File: config.mk
export PLATFORM = sky130hd
export DESIGN_NAME = simmem_bank
export DESIGN_NICKNAME = d
export VERILOG_FILES = /design/src/simmem_pkg.sv /design/src/simmem_bank.sv /design/src/simmem_free_slots.sv /design/src/simmem_list_ctrl.sv /design/src/simmem_release_stage.sv
export SDC_FILE = /design/constraint.sdc
export NUM_CORES = 1
export LEC_CHECK = 0
export BUFFER_PORTS_ARGS = -buffer_cell sky130_fd_sc_hd__clkbuf_2
export CAP_MARGIN = 20
export CORE_AREA = 5 5 133 135
export CTS_BUF_LIST = sky130_fd_sc_hd__clkbuf_16
export DETAILED_ROUTE_END_ITERATION = 10
export DIE_AREA = 0 0 138 140
export PLACE_DENSITY = 0.75
export SLEW_MARGIN = 20
export SYNTH_ARGS = -nofsm -noshare
export SYNTH_HDL_FRONTEND = slang
export SYNTH_SLANG_ARGS = --single-unit
File: constraint.sdc
create_clock -name clk_i -period 3.24 [get_ports clk_i]
set_input_delay 0.648 -clock clk_i [delete_from_list [all_inputs] [get_ports clk_i]]
set_output_delay 0.648 -clock clk_i [all_outputs]
set_load 0.1 [all_outputs]
File: src/simmem_pkg.sv
////////////////////////////////////////////////////////////////////////////
// Sizing constants and packed types shared by the write response bank.
// Every bank module takes them by a wildcard import in its header.
////////////////////////////////////////////////////////////////////////////

package simmem_pkg;

  ////////////////////////////////////////////////////////////////////////////
  // Sizing
  ////////////////////////////////////////////////////////////////////////////

  // Transaction identifiers, one linked list each
  localparam int unsigned NumIds = 4;
  localparam int unsigned IdWidth = 2;

  // Shared slot pool
  localparam int unsigned BankCapacity = 8;
  localparam int unsigned SlotWidth = 3;

  // Response content apart from the identifier
  localparam int unsigned PayloadWidth = 8;

  ////////////////////////////////////////////////////////////////////////////
  // Types
  ////////////////////////////////////////////////////////////////////////////

  typedef logic [IdWidth-1:0] id_t;
  typedef logic [SlotWidth-1:0] slot_t;

  // Write response as seen on both ports
  typedef struct packed {
    id_t id;
    logic [PayloadWidth-1:0] payload;
  } rsp_t;

  // Head of a list together with the slot it occupies
  typedef struct packed {
    rsp_t rsp;
    slot_t slot;
  } pop_t;

endpackage

File: src/simmem_bank.sv
////////////////////////////////////////////////////////////////////////////
// Write response bank. Stores responses in a shared slot pool, keeps
// order per identifier and releases the lowest identifier first.
////////////////////////////////////////////////////////////////////////////

module simmem_bank import simmem_pkg::*; (
  input  logic clk_i,
  input  logic rst_ni,

  // Responses from the memory side
  input  logic i_in_valid,
  input  rsp_t i_in_rsp,
  output logic o_in_ready,

  // Responses towards the requester
  output logic o_out_valid,
  output rsp_t o_out_rsp,
  input  logic i_out_ready
);

  // Allocation
  logic  accept;
  slot_t alloc_slot;

  // Pop path between release stage and lists
  logic              pop;
  id_t               pop_id;
  pop_t              pop_head;
  logic [NumIds-1:0] nonempty;

  // Slot return on output handshake
  logic  release_slot_en;
  slot_t release_slot;

  simmem_free_slots free_slots_i (
    .clk_i          (clk_i),
    .rst_ni         (rst_ni),
    .i_in_valid     (i_in_valid),
    .o_in_ready     (o_in_ready),
    .i_release      (release_slot_en),
    .i_release_slot (release_slot),
    .o_accept       (accept),
    .o_alloc_slot   (alloc_slot)
  );

  simmem_list_ctrl list_ctrl_i (
    .clk_i       (clk_i),
    .rst_ni      (rst_ni),
    .i_push      (accept),
    .i_push_slot (alloc_slot),
    .i_push_rsp  (i_in_rsp),
    .i_pop       (pop),
    .i_pop_id    (pop_id),
    .o_nonempty  (nonempty),
    .o_pop_head  (pop_head)
  );

  simmem_release_stage release_stage_i (
    .clk_i          (clk_i),
    .rst_ni         (rst_ni),
    .i_nonempty     (nonempty),
    .i_pop_head     (pop_head),
    .o_pop          (pop),
    .o_pop_id       (pop_id),
    .o_release      (release_slot_en),
    .o_release_slot (release_slot),
    .i_out_ready    (i_out_ready),
    .o_out_valid    (o_out_valid),
    .o_out_rsp      (o_out_rsp)
  );

endmodule

File: src/simmem_free_slots.sv
////////////////////////////////////////////////////////////////////////////
// Slot occupancy for the response bank. Allocates the lowest free slot
// to an accepted input and frees a slot when its response leaves.
////////////////////////////////////////////////////////////////////////////

module simmem_free_slots import simmem_pkg::*; (
  input  logic  clk_i,
  input  logic  rst_ni,

  // Input handshake
  input  logic  i_in_valid,
  output logic  o_in_ready,

  // Slot returned by the output handshake
  input  logic  i_release,
  input  slot_t i_release_slot,

  // Accept strobe and allocated slot towards the list controller
  output logic  o_accept,
  output slot_t o_alloc_slot
);

  // One bit per slot, set while the slot holds a response
  logic [BankCapacity-1:0] occ_d, occ_q;
  logic [BankCapacity-1:0] free_slots;

  assign free_slots = ~occ_q;

  // Lowest free slot wins
  // Scan downwards so the last hit is the lowest index
  always_comb begin
    o_alloc_slot = '0;
    for (int i = BankCapacity - 1; i >= 0; i--) begin
      if (free_slots[i]) begin
        o_alloc_slot = slot_t'(i);
      end
    end
  end

  // Ready only from registered state, never from valid
  assign o_in_ready = |free_slots;
  assign o_accept = i_in_valid && o_in_ready;

  // Accept and release never hit the same slot
  // The allocated slot is free, the released one is occupied
  always_comb begin
    occ_d = occ_q;
    if (o_accept) begin
      occ_d[o_alloc_slot] = 1'b1;
    end
    if (i_release) begin
      occ_d[i_release_slot] = 1'b0;
    end
  end

  always_ff @(posedge clk_i or negedge rst_ni) begin
    if (!rst_ni) begin
      occ_q <= '0;
    end else begin
      occ_q <= occ_d;
    end
  end

endmodule

File: src/simmem_list_ctrl.sv
////////////////////////////////////////////////////////////////////////////
// Per-identifier linked lists over the shared slot pool. Holds the
// payload and next-pointer tables and answers pops combinationally.
////////////////////////////////////////////////////////////////////////////

module simmem_list_ctrl import simmem_pkg::*; (
  input  logic              clk_i,
  input  logic              rst_ni,

  // Append an accepted response to the list of its identifier
  input  logic              i_push,
  input  slot_t             i_push_slot,
  input  rsp_t              i_push_rsp,

  // Remove the head of one list
  input  logic              i_pop,
  input  id_t               i_pop_id,

  output logic [NumIds-1:0] o_nonempty,
  output pop_t              o_pop_head
);

  // List length must reach BankCapacity, one bit wider than a slot index
  typedef logic [SlotWidth:0] len_t;

  ////////////////////////////////////////////////////////////////////////////
  // List state
  ////////////////////////////////////////////////////////////////////////////

  // Oldest and newest slot of each list
  slot_t head_d [NumIds];
  slot_t head_q [NumIds];
  slot_t tail_d [NumIds];
  slot_t tail_q [NumIds];
  len_t  len_d  [NumIds];
  len_t  len_q  [NumIds];

  // Storage indexed by slot
  rsp_t  rsp_q  [BankCapacity];
  slot_t next_q [BankCapacity];

  // Which list is pushed and which is popped this cycle
  logic [NumIds-1:0] push_sel;
  logic [NumIds-1:0] pop_sel;

  // Link the old tail to the new slot
  logic  link_en;
  slot_t link_slot;

  always_comb begin
    for (int i = 0; i < NumIds; i++) begin
      push_sel[i] = i_push && (i_push_rsp.id == id_t'(i));
      pop_sel[i] = i_pop && (i_pop_id == id_t'(i));
    end
  end

  ////////////////////////////////////////////////////////////////////////////
  // Next-state of heads, tails and lengths
  ////////////////////////////////////////////////////////////////////////////

  always_comb begin
    head_d = head_q;
    tail_d = tail_q;
    len_d = len_q;
    link_en = 1'b0;
    link_slot = '0;

    for (int i = 0; i < NumIds; i++) begin
      // Head walks through the next-pointer table
      if (pop_sel[i]) begin
        head_d[i] = next_q[head_q[i]];
      end

      if (push_sel[i]) begin
        tail_d[i] = i_push_slot;
        // Entries staying past this cycle keep the head, so chain after the tail
        if (len_q[i] > len_t'(pop_sel[i])) begin
          link_en = 1'b1;
          link_slot = tail_q[i];
        end else begin
          // List empty after this cycle, new slot is the head too
          head_d[i] = i_push_slot;
        end
      end

      // Simultaneous push and pop leaves the length unchanged
      len_d[i] = len_q[i] + len_t'(push_sel[i]) - len_t'(pop_sel[i]);
    end
  end

  always_ff @(posedge clk_i or negedge rst_ni) begin
    if (!rst_ni) begin
      head_q <= '{default: '0};
      tail_q <= '{default: '0};
      len_q <= '{default: '0};
    end else begin
      head_q <= head_d;
      tail_q <= tail_d;
      len_q <= len_d;
    end
  end

  // Payload and link tables, only meaningful for occupied slots
  always_ff @(posedge clk_i) begin
    if (i_push) begin
      rsp_q[i_push_slot] <= i_push_rsp;
    end
    if (link_en) begin
      next_q[link_slot] <= i_push_slot;
    end
  end

  ////////////////////////////////////////////////////////////////////////////
  // Outputs
  ////////////////////////////////////////////////////////////////////////////

  always_comb begin
    for (int i = 0; i < NumIds; i++) begin
      o_nonempty[i] = (len_q[i] != '0);
    end
  end

  // Head of the requested list, valid whenever that list is non-empty
  assign o_pop_head.rsp = rsp_q[head_q[i_pop_id]];
  assign o_pop_head.slot = head_q[i_pop_id];

endmodule

File: src/simmem_release_stage.sv
////////////////////////////////////////////////////////////////////////////
// Output register of the response bank. Pops the lowest non-empty list
// into the register and returns the slot on each output handshake.
////////////////////////////////////////////////////////////////////////////

module simmem_release_stage import simmem_pkg::*; (
  input  logic              clk_i,
  input  logic              rst_ni,

  // From the list controller
  input  logic [NumIds-1:0] i_nonempty,
  input  pop_t              i_pop_head,

  // Pop request towards the list controller
  output logic              o_pop,
  output id_t               o_pop_id,

  // Slot freed by the output handshake
  output logic              o_release,
  output slot_t             o_release_slot,

  // Output handshake
  input  logic              i_out_ready,
  output logic              o_out_valid,
  output rsp_t              o_out_rsp
);

  logic out_valid_q;
  pop_t hold_q;
  logic can_load;
  logic handshake;

  // Lowest-numbered identifier with an entry
  always_comb begin
    o_pop_id = '0;
    for (int i = NumIds - 1; i >= 0; i--) begin
      if (i_nonempty[i]) begin
        o_pop_id = id_t'(i);
      end
    end
  end

  assign handshake = out_valid_q && i_out_ready;

  // Register empty or being emptied this cycle
  assign can_load = !out_valid_q || i_out_ready;
  assign o_pop = can_load && (|i_nonempty);

  // Valid follows whether a new entry was available at the load
  always_ff @(posedge clk_i or negedge rst_ni) begin
    if (!rst_ni) begin
      out_valid_q <= 1'b0;
    end else if (can_load) begin
      out_valid_q <= |i_nonempty;
    end
  end

  // Held entry keeps its slot until the handshake
  always_ff @(posedge clk_i) begin
    if (o_pop) begin
      hold_q <= i_pop_head;
    end
  end

  assign o_release = handshake;
  assign o_release_slot = hold_q.slot;
  assign o_out_valid = out_valid_q;
  assign o_out_rsp = hold_q.rsp;

endmodule

## Yosys cells after proc, flatten, opt, wreduce, memory -nomap -nowiden

Memories as Yosys holds them, arrays and structs flattened. A register that Yosys moved wholly into a read port is not among the register bits.
Cells that the tools add are included.

| cells by class | value |
|---|---|
| bitwise logic cells | 5 |
| equal/unequal tests | 6 |
| muxes and demuxes | 53 |
| reductions and logical operators | 23 |
| magnitude comparators | 9 |
| add/subtract/negate cells | 8 |

Operator list:

| operator | count |
|---|---|
| $mux 3 | 30 |
| $add 4x1->4 | 4 |
| $gt 4x1->1 | 4 |
| $mux 8 | 2 |
| $not 8->8 | 2 |
| $reduce_bool 4->1 | 4 |
| $sub 4x1->4 | 4 |
| $mux 1 | 14 |
| $logic_and 1x1->1 | 13 |
| $and 8x8->8 | 1 |
| $eq 2x2->1 const B | 4 |
| $lt 3x4->1 const B | 2 |
| $mux 2 | 4 |
| $or 8x8->8 | 1 |
| $reduce_or 8->1 | 1 |
| $bmux 3 s2 | 1 |
| $demux 1 s3 | 2 |
| $ge 3x1->1 const B | 2 |
| $eq 2x1->1 const B | 2 |
| $logic_not 2->1 | 2 |
| $reduce_or 4->1 | 1 |
| $ge 3x3->1 const B | 1 |
| $not 2->3 | 1 |
| $logic_not 1->1 | 1 |
| $logic_or 1x1->1 | 1 |

| word-level totals | value |
|---|---|
| memory bits (writable) | 104 |
| bits in registers | 52 |
| input bits | 14 |
| word-level logic and storage cells | 121 |
| memories kept | 2 |
| output and inout bits | 12 |

Memories:

| name | depth | width | rd ports | clocked after Yosys merged registers in | write ports | RTL line | RTL |
|---|---|---|---|---|---|---|---|
| list_ctrl_i.rsp_q | 8 | 10 | 1 | 1 | 1 | simmem_list_ctrl.sv:39 | `rsp_t rsp_q [BankCapacity];` |
| list_ctrl_i.next_q | 8 | 3 | 4 | 0 | 1 | simmem_list_ctrl.sv:40 | `slot_t next_q [BankCapacity];` |

## Depth between registers and ports, before layout

Gate-level depths: netlist of run 1.

| logic depth | value |
|---|---|
| depth in word-level cells | 18 |
| gate-level depth with buffers | 13 |

## Cells and area by module

A second synthesis of run 1 with hierarchy kept.

| second synthesis, totals | value |
|---|---|
| cells, all modules | 508 |
| area, all modules | 7862.5 um2 |

Modules (own cells, without submodules):

| module | times used | cells an instance | area each (um2) |
|---|---|---|---|
| simmem_list_ctrl | 1 | 432 | 6931.6 |
| simmem_release_stage | 1 | 25 | 473.0 |
| simmem_free_slots | 1 | 51 | 457.9 |

## Worst setup path before layout of run 1

OpenSTA, ideal clock, no wires.

| timing path | value |
|---|---|
| kind | register -> register |
| from | reg release_stage_i.out_valid_q, in the netlist release_stage_i.o_out_valid |
| to | mem list_ctrl_i.next_q[3][0] (netlist bit) (enable) |
| period minus slack after synthesis | 3269 ps |
| data arrival time | 2919 ps |
| setup time | 349 ps |
| path slack | -29 ps |
| cell stages (with the launch flop) | 10 |
| required time | 2891 ps |
| cells stage by stage | dfrtp_1 > nand2b_1 > nand3_1 > inv_1 > ha_1 > nor2_1 > o21bai_1 > or2_2 > o221ai_1 > nor3b_1 |

| between the ends | value |
|---|---|
| word-level cells in the longest chain between the ends | 15 |
| elaborated cells on any way between the ends | 29 |

RTL lines:

| what | RTL line | RTL |
|---|---|---|
| start, declared | simmem_release_stage.sv:28 | `logic out_valid_q;` |
| start signal, assigned | simmem_release_stage.sv:54 | `out_valid_q <= \|i_nonempty;` |
| $logic_not 1->1 * | simmem_release_stage.sv:46 | `assign can_load = !out_valid_q \|\| i_out_ready;` |
| $logic_or 1x1->1 * | simmem_release_stage.sv:46 |  |
| $logic_and 1x1->1 * | simmem_release_stage.sv:47 | `assign o_pop = can_load && (\|i_nonempty);` |
| $logic_and 1x1->1 | simmem_list_ctrl.sv:53 | `pop_sel[i] = i_pop && (i_pop_id == id_t'(i));` |
| $gt 4x1->1 | simmem_list_ctrl.sv:77 | `if (len_q[i] > len_t'(pop_sel[i])) begin` |
| $mux 1 | simmem_list_ctrl.sv:77 |  |
| $mux 1 | simmem_list_ctrl.sv:74 | `if (push_sel[i]) begin` |
| $mux 1 | simmem_list_ctrl.sv:77 |  |
| $mux 1 | simmem_list_ctrl.sv:74 |  |
| $mux 1 | simmem_list_ctrl.sv:77 |  |
| $mux 1 | simmem_list_ctrl.sv:74 |  |
| $mux 1 | simmem_list_ctrl.sv:77 |  |
| $mux 1 | simmem_list_ctrl.sv:74 |  |
| $mux 1 | simmem_list_ctrl.sv:108 | `if (link_en) begin` |
| $mux 1 (not written as such) | simmem_list_ctrl.sv:109 | `next_q[link_slot] <= i_push_slot;` |
| end, declared | simmem_list_ctrl.sv:40 |  |

Every way passes the cells marked *; elsewhere a longest branch is shown, timed or not.

## Worst setup path after layout of run 1

| timing path | value |
|---|---|
| from | reg list_ctrl_i.len_q[15] (netlist bit) |
| to | mem list_ctrl_i.next_q[6][2] (netlist bit) (enable) |

| between the ends | value |
|---|---|
| word-level cells in the longest chain between the ends | 15 |
| elaborated cells on any way between the ends | 34 |

RTL lines:

| what | RTL line | RTL |
|---|---|---|
| start, declared | simmem_list_ctrl.sv:36 | `len_t len_q [NumIds];` |
| start signal, assigned | simmem_list_ctrl.sv:99 | `len_q <= len_d;` |
| $reduce_bool 4->1 | simmem_list_ctrl.sv:119 | `o_nonempty[i] = (len_q[i] != '0);` |
| $reduce_or 4->1 / $mux 2 (equally long branches) | simmem_release_stage.sv:47, simmem_release_stage.sv:37 |  |
| $logic_and 1x1->1 / $logic_not 2->1 (equally long branches) | simmem_release_stage.sv:47, simmem_list_ctrl.sv:53 |  |
| $logic_and 1x1->1 | simmem_list_ctrl.sv:53 |  |
| $gt 4x1->1 | simmem_list_ctrl.sv:77 |  |
| $mux 1 | simmem_list_ctrl.sv:77 |  |
| $mux 1 | simmem_list_ctrl.sv:74 |  |
| $mux 1 | simmem_list_ctrl.sv:77 |  |
| $mux 1 | simmem_list_ctrl.sv:74 |  |
| $mux 1 | simmem_list_ctrl.sv:77 |  |
| $mux 1 | simmem_list_ctrl.sv:74 |  |
| $mux 1 | simmem_list_ctrl.sv:77 |  |
| $mux 1 | simmem_list_ctrl.sv:74 |  |
| $mux 1 | simmem_list_ctrl.sv:108 |  |
| $mux 1 (not written as such) | simmem_list_ctrl.sv:109 |  |

Parallel ways exist; a longest one is shown, timed or not.

==> flow_summary.yaml, run 1 <==
place:
  dp_hpwl_um: 11600
  routabilityCongestion: 0.867
  place_area_um2: 8690
  numPortBuffers: 25
critical_path:
  critPathKind: "flip-flop to flip-flop"
  critical_path.endpoint_type: "flip-flop"
  required_ps: 3390
  worstSetupStartpointType: "flip-flop"
  cp.arrival_ps: 3260
  cp_max_fo: 5
global_route:
  grt_usage_pct: 17.9
  grt_overflow_total: 0
  grt_max_degree: 39
  grt_pass1_vias: 5029
  grt_pass1_wl_um: 26700
  antenna_found_initial: 0
clock_network:
  clock_sinks: 166
  clkTransAtPathRegs_ps: 60
  max-clock-path-buffers: 2
  ctsHoldBuffers: 0
  htree_levels: 4
  cts_buffers: 17
  root_buffer: "clkbuf_16"
  clock_latency_ps: 430
  cts_tree: "done"
yosys:
  yosysWarnings: 0
  synth-seq-area-share_pct: 59.1
  netlist_instances: 534
  synth-adder-area-share_pct: 4.90
  synthXorXnorAreaFrac_pct: 0.873
  synth_mux_area_share_pct: 18.2
  synth_area_leaders: "edfxtp_1 (44%), dfrtp_1 (15%), mux4_2 (9.5%)"
  synth_top_area_share_pct: 43.8
  synth_area_um2: 8020
  synth_compound_area_share_pct: 6.69
  ys_seq_elements: 166
  synth-simple-area-share_pct: 6.86
  synth_nets: 577
  avgSynthCellArea_um2: 15.0
  yosys.area.top_type: "edfxtp_1"
  synth_top_family_by_area: "multiplexers"
  ys_types: 55
routing:
  dr.pass1.iters: 5
  drc: 0
  wl_per_cell_um: 20.2
  wl_um: 16900
  ant_nets: 0
  viasPerCell: 5.83
  vias: 4876
  drt_iter0_drc: 352
cells_and_area:
  final_area_um2: 9480
  nets: 646
  n_antenna_cell: 0
  area_growth_pct: 18.2
  layout-drive-gt1-share_pct: 39.3
floorplan:
  pin_count: 26
  start_util_pct: 49.1
  core_area_um2: 16300
  rows: 47
  dieArea_um2: 19300
  die_w_um: 138
  fp.dieH_um: 140
flow_run:
  cap_violations: 0
sta:
  hold_viol_final: 0
  fmax_mhz: 322
  setup_viol: 0
  post-route-period-util_pct: 96.0
  whs_ps: 266
  tightest_slew_ps: 758
  max_slew_margin_pct: 49.4
  drv_slew: 0
  skew_ps: 10.1
  layout_min_cycle_time_ps: 3110
outcome:
  status: "complete, no violations"
pwr:
  p_leak_nw: 3.63
  cellPowerDensity_nw_per_um2: 966
  peakVddDrop_mv: 0.679
hold_path:
  hp-class: "input pin to asynchronous set/reset pin"
[critical path, stage by stage (launching register included)]
cell and delay, ps:
dfrtp_1 370, inv_2 60, ha_2 170, or3b_4 400, buf_6 150, nand2_2 80, inv_2 70, ha_1 280
nand3b_1 110, nand2_2 120, nor3_4 50, a221o_1 410, a21oi_2 210, nor3b_2 200, buf_4 150
[sequential cells by signal, summed over array words and instances (netlist names)]
name / flops
list_ctrl_i.rsp_q: 80
list_ctrl_i.next_q: 24
list_ctrl_i.len_q: 16
list_ctrl_i.head_q: 12
list_ctrl_i.tail_q: 12
release_stage_i.o_out_rsp: 10
free_slots_i.occ_q: 8
release_stage_i.o_release_slot: 3
release_stage_i.o_out_valid: 1
[synthesized netlist by cell type (all sizes together)]
cell type    n
ha          25
nand4        2
o211a        2
or3b         4
nand2b       6
or3          1
a21oi       20
and3         1
dfrtp       49
nor3b        9
a31oi        3
and3b        5
nand2       27
edfxtp     117
and4         1
mux2        59
a21boi       4
a21o         7
o32a         3
nor2b        6
o211ai       1
a221o        3
o22ai        4
nor3         7
or2          4
o21ai       17
a211oi       4
o22a         5
buf          5
clkbuf      15
inv         44
nand3b       2
nand3        7
xnor2        4
xor2         4
o21bai       1
nor2        16
mux4        34
fa           4
o221ai       2
[power breakdown]
| part | internal (W) | leakage [nW] | switching (W) |
|---|---|---|---|
| Sequential | 0.00297 | 1.66 | 0.000462 |
| Clock | 0.00107 | 0.282 | 0.000855 |
| Combinational | 0.00171 | 1.69 | 0.00209 |
[path summary, 6_finish.rpt]
kind / from / end / slack, ps / cells past startpoint
setup / recovery: list_ctrl_i.len_q[15]$_DFF_PN0_ / list_ctrl_i.next_q[6][2]$_DFFE_PP_ / 130 / 14
hold / removal: rst_ni / list_ctrl_i.tail_q[0]$_DFFE_PN0P_ / 270 / 1
setup reg to reg: list_ctrl_i.len_q[15]$_DFF_PN0_ / list_ctrl_i.next_q[6][2]$_DFFE_PP_ / 130 / 14
hold reg to reg: list_ctrl_i.tail_q[10]$_DFFE_PN0P_ / list_ctrl_i.tail_q[10]$_DFFE_PN0P_ / 500 / 2
max in group asynchronous: rst_ni / release_stage_i.o_out_valid$_DFFE_PN0P_ / 2160 / 2
min in group clk_i: i_in_rsp[7] / list_ctrl_i.rsp_q[6][7]$_DFFE_PP_ / 500 / 1
[layer usage]
layer	GRT usage [%]	up-vias	part of all wire [%]
met3	4.67	37	6.6
li1	-	2166	-
met4	7.07	0	2.7
met1	21.6	2477	39
met2	30.9	196	52
met5	0	-	0
[stage by stage]
stage / setup TNS [ps] / total power (W) / utilization [%] / instances / worst slack [ps]
after floorplan: -128 / 0.00612 / - / 534 / -15.4
final: 0 / 0.00916 / 58.0 / 836 / 130
after detailed placement: -1050 / 0.00711 / 53.1 / 801 / -87.5
after global placement: -34.1 / 0.00694 / 53.1 / 801 / -9.30
after global routing: -68.5 / 0.00965 / 58.0 / 836 / -12.3
after CTS: 0 / 0.00906 / 56.8 / 833 / 6.30
[cells by family after synthesis]
group                    count (synthesis)
AO/OA/AOI/OAI                           76
XOR/XNOR                                 8
adder cells (fa/ha/maj)                 29
buffers and inverters                   64
flip-flops                             166
multiplexers                            93
AND/OR/NAND/NOR                         98
[layout by cell type (no fill, tap or decap), drive strengths merged, types with 3 or more instances in the layout]
cell and count:
edfxtp 117, mux2 59, inv 52, dfrtp 49, buf 45, clkbuf 42, mux4 34, nand2 27
ha 25, a21oi 20, o21ai 17, nor2 16, nor3b 9, a21o 7, nand3 7, nor3 7
nor2b 6, nand2b 6, and3b 5, o22a 5, xnor2 4, xor2 4, or3b 4, fa 4
a211oi 4, or2 4, o22ai 4, a21boi 4, clkinv 4, o32a 3, a221o 3, a31oi 3
[layout make-up]
cell class / count / area (um2)
inverter: 44 / 173
fill: 1255 / 6870
tap: 220 / 275
sequential: 166 / 4740
multi-input combinational: 304 / 3240
clock inverter: 15 / 146
timing repair buffer: 70 / 479
clock buffer: 17 / 425
[what timing repair did]
action / 4_1_cts / 5_1_grt
endpoints found under the setup margin: 24 / 24
pin swaps: 0 / 14
gates cloned: 0 / 0
gates resized for setup: 7 / 45
buffers inserted: 0 / 4
(Power assumes the default switching activity.)
==> run 2: changes to the inputs <==
- ABC_CLOCK_PERIOD_IN_PS: default -> 3240
- CORE_AREA: 5 5 133 135 -> 5 5 132 134
- DIE_AREA: 0 0 138 140 -> 0 0 137 139
- GPL_ROUTABILITY_DRIVEN: default -> 0
- SYNTH_HIERARCHICAL: default -> 1
==> flow_summary.yaml, run 2 <==
pwr:
  peakVddDrop_mv: 0.627
  p_leak_nw: 3.74
  p_total_w: 0.0101
  cellPowerDensity_nw_per_um2: 1040
cells_and_area:
  layout-drive-gt1-share_pct: 41.4
  layout_commonest_cell: "edfxtp_1"
  n_antenna_cell: 0
  fillers: 1156
  final_cell_mix: "edfxtp_1 (117), buf_4 (76), dfrtp_1 (48), mux4_2 (46), inv_1 (38)"
  utilization_pct: 59.8
  largest_register_ffs: 80
  reg_top3: "list_ctrl_i/rsp_q x80, list_ctrl_i/next_q x24, list_ctrl_i/len_q x16"
  stdcell_count: 845
  nets: 655
  largest-register: "list_ctrl_i/rsp_q"
  area_growth_pct: 23.0
yosys:
  synth-edff-count: 117
  synth-async-reset-ratio_pct: 29.5
  synth_top_area_share_pct: 44.7
  synth_area_um2: 7860
  ys_types: 57
  yosysWarnings: 6
  ys_seq_elements: 166
  avgSynthCellArea_um2: 15.5
  synth_area_leaders: "edfxtp_1 (45%), dfrtp_1 (16%), mux4_2 (13%)"
  synth-seq-area-share_pct: 60.3
  netlist_instances: 508
  ys.flop_type: "edfxtp_1"
  yosys-top-cells-count: "edfxtp_1 (117), dfrtp_1 (49), mux4_2 (46)"
  yosys.area.top_type: "edfxtp_1"
  synth_nets: 551
  synth_most_common_cell: "edfxtp_1"
global_route:
  grt_max_degree: 26
  grt_overflow_total: 0
  grt_usage_pct: 19.7
  antenna_found_initial: 0
  grt_pass1_wl_um: 28300
  grt_pass1_vias: 5205
routing:
  wl_per_cell_um: 21.1
  wl_um: 17900
  viasPerCell: 5.73
  dr.pass1.iters: 4
  drt_iter0_drc: 391
  drc: 0
  ant_nets: 0
  vias: 4838
sta:
  fmax_mhz: 278
  tightest_slew_ps: 647
  post-route-period-util_pct: 111
  layout_min_cycle_time_ps: 3600
  drv_slew: 0
  setup-tns-final_ps: -6530
  max_slew_margin_pct: 56.5
  setup_viol: 24
  skew_ps: 8.88
  rsz0062_at_grt: "yes"
  worst_slack_ps: -362
  hold_viol_final: 0
  whs_ps: 112
clock_network:
  clkTransAtPathRegs_ps: 60
  cts_tree: "done"
  clock_sinks: 166
  max-clock-path-buffers: 2
  clock_latency_ps: 420
  cts_buffers: 17
  htree_levels: 4
  root_buffer: "clkbuf_16"
  ctsHoldBuffers: 0
outcome:
  failed_checks: "negative setup slack"
  status: "finished, violations left"
floorplan:
  die_w_um: 137
  fp.dieH_um: 139
  rows: 47
  start_util_pct: 48.6
  dieArea_um2: 19000
  core_area_um2: 16200
  pin_count: 26
flow_run:
  cap_violations: 0
hold_path:
  hp-class: "input pin to asynchronous set/reset pin"
critical_path:
  critPathKind: "flip-flop to flip-flop"
  required_ps: 3330
  cp_max_fo: 4
  worstSetupStartpointType: "flip-flop"
  critical_path.endpoint_type: "flip-flop"
  cp.arrival_ps: 3690
place:
  dp.cells: 795
  numPortBuffers: 25
  dp_hpwl_um: 12400
## run 2: repair_timing
item | CTS | global route
resized for setup | 9 | 11
gates cloned | 0 | 0
pin swaps | 14 | 15
setup buffers | 8 | 10
setup endpoints to repair | 24 | 34
## run 2: metal layers
| metal | vias to the layer above | part of all wire, % | wire length (um) | GRT usage (%) |
|---|---|---|---|---|
| met4 | 0 | 2.9 | 513 | 7.30 |
| met2 | 177 | 53 | 9460 | 33.8 |
| met5 | - | 0 | 0 | 0 |
| li1 | 2158 | - | - | - |
| met3 | 41 | 5.4 | 973 | 4.21 |
| met1 | 2462 | 39 | 6910 | 24.3 |
## run 2: path summary, 6_finish.rpt
path,from,endpoint,slack (ps),depth (start not counted)
max,list_ctrl_i/len_q[14]$_DFF_PN0_,list_ctrl_i/next_q[6][0]$_DFFE_PP_,-360,17
min,rst_ni,list_ctrl_i/head_q[2]$_DFF_PN0_,110,1
max reg2reg,list_ctrl_i/len_q[14]$_DFF_PN0_,list_ctrl_i/next_q[6][0]$_DFFE_PP_,-360,17
min reg2reg,list_ctrl_i/len_q[8]$_DFF_PN0_,list_ctrl_i/len_q[8]$_DFF_PN0_,530,1
max in group asynchronous,rst_ni,list_ctrl_i/head_q[5]$_DFF_PN0_,2420,2
min in group clk_i,i_out_ready,release_stage_i/o_out_valid$_DFFE_PN0P_,440,2
## run 2: kinds of logic (layout without fill, tap and decap cells)
kind of cell,Yosys count,in the layout,synth area share [%]
AOI/OAI and AO/OA,68,68,5.97
xor gates and xnor gates,8,8,0.891
adders and majority gates,29,29,5.00
buffers and inverters,63,180,3.28
DFF,166,166,60.3
muxes,75,75,17.5
and+or+nand+nor,99,99,7.07
## run 2: layout make-up
class | count | area [um2] | area share (%)
sequential | 166 | 4740 | 49.0
multi-input combinational | 279 | 3140 | 32.5
timing repair buffer | 106 | 778 | 8.05
clock buffer | 17 | 425 | 4.40
tap | 220 | 275 | 2.85
inverter | 42 | 160 | 1.66
clock inverter | 15 | 153 | 1.58
## run 2: power breakdown
| group | switching (W) | internal, W |
|---|---|---|
| clock | 0.000826 | 0.00114 |
| sequential | 0.000527 | 0.00315 |
| combinational | 0.00237 | 0.00203 |
| total | 0.00373 | 0.00632 |
## run 2: critical path, stage by stage (launching register included)
cell      delay [ps]
dfrtp_1          380
inv_2             80
ha_4             130
inv_2             40
or3_4            410
a21oi_2          150
nand2_1           80
or2_4            260
inv_4             60
ha_4             180
a22o_1           190
a21oi_2          170
nor2b_4          210
buf_6            130
a222oi_1          80
buf_4            170
and2_4           180
nor4b_4          370
## run 2: stage by stage
step / cell area (um2) / worst slack [ps]
after detailed placement: 8850 / -435
after global routing: 9670 / -516
after global placement: 8850 / -281
final: 9670 / -362
after floorplan: 8060 / -278
after CTS: 9560 / -375
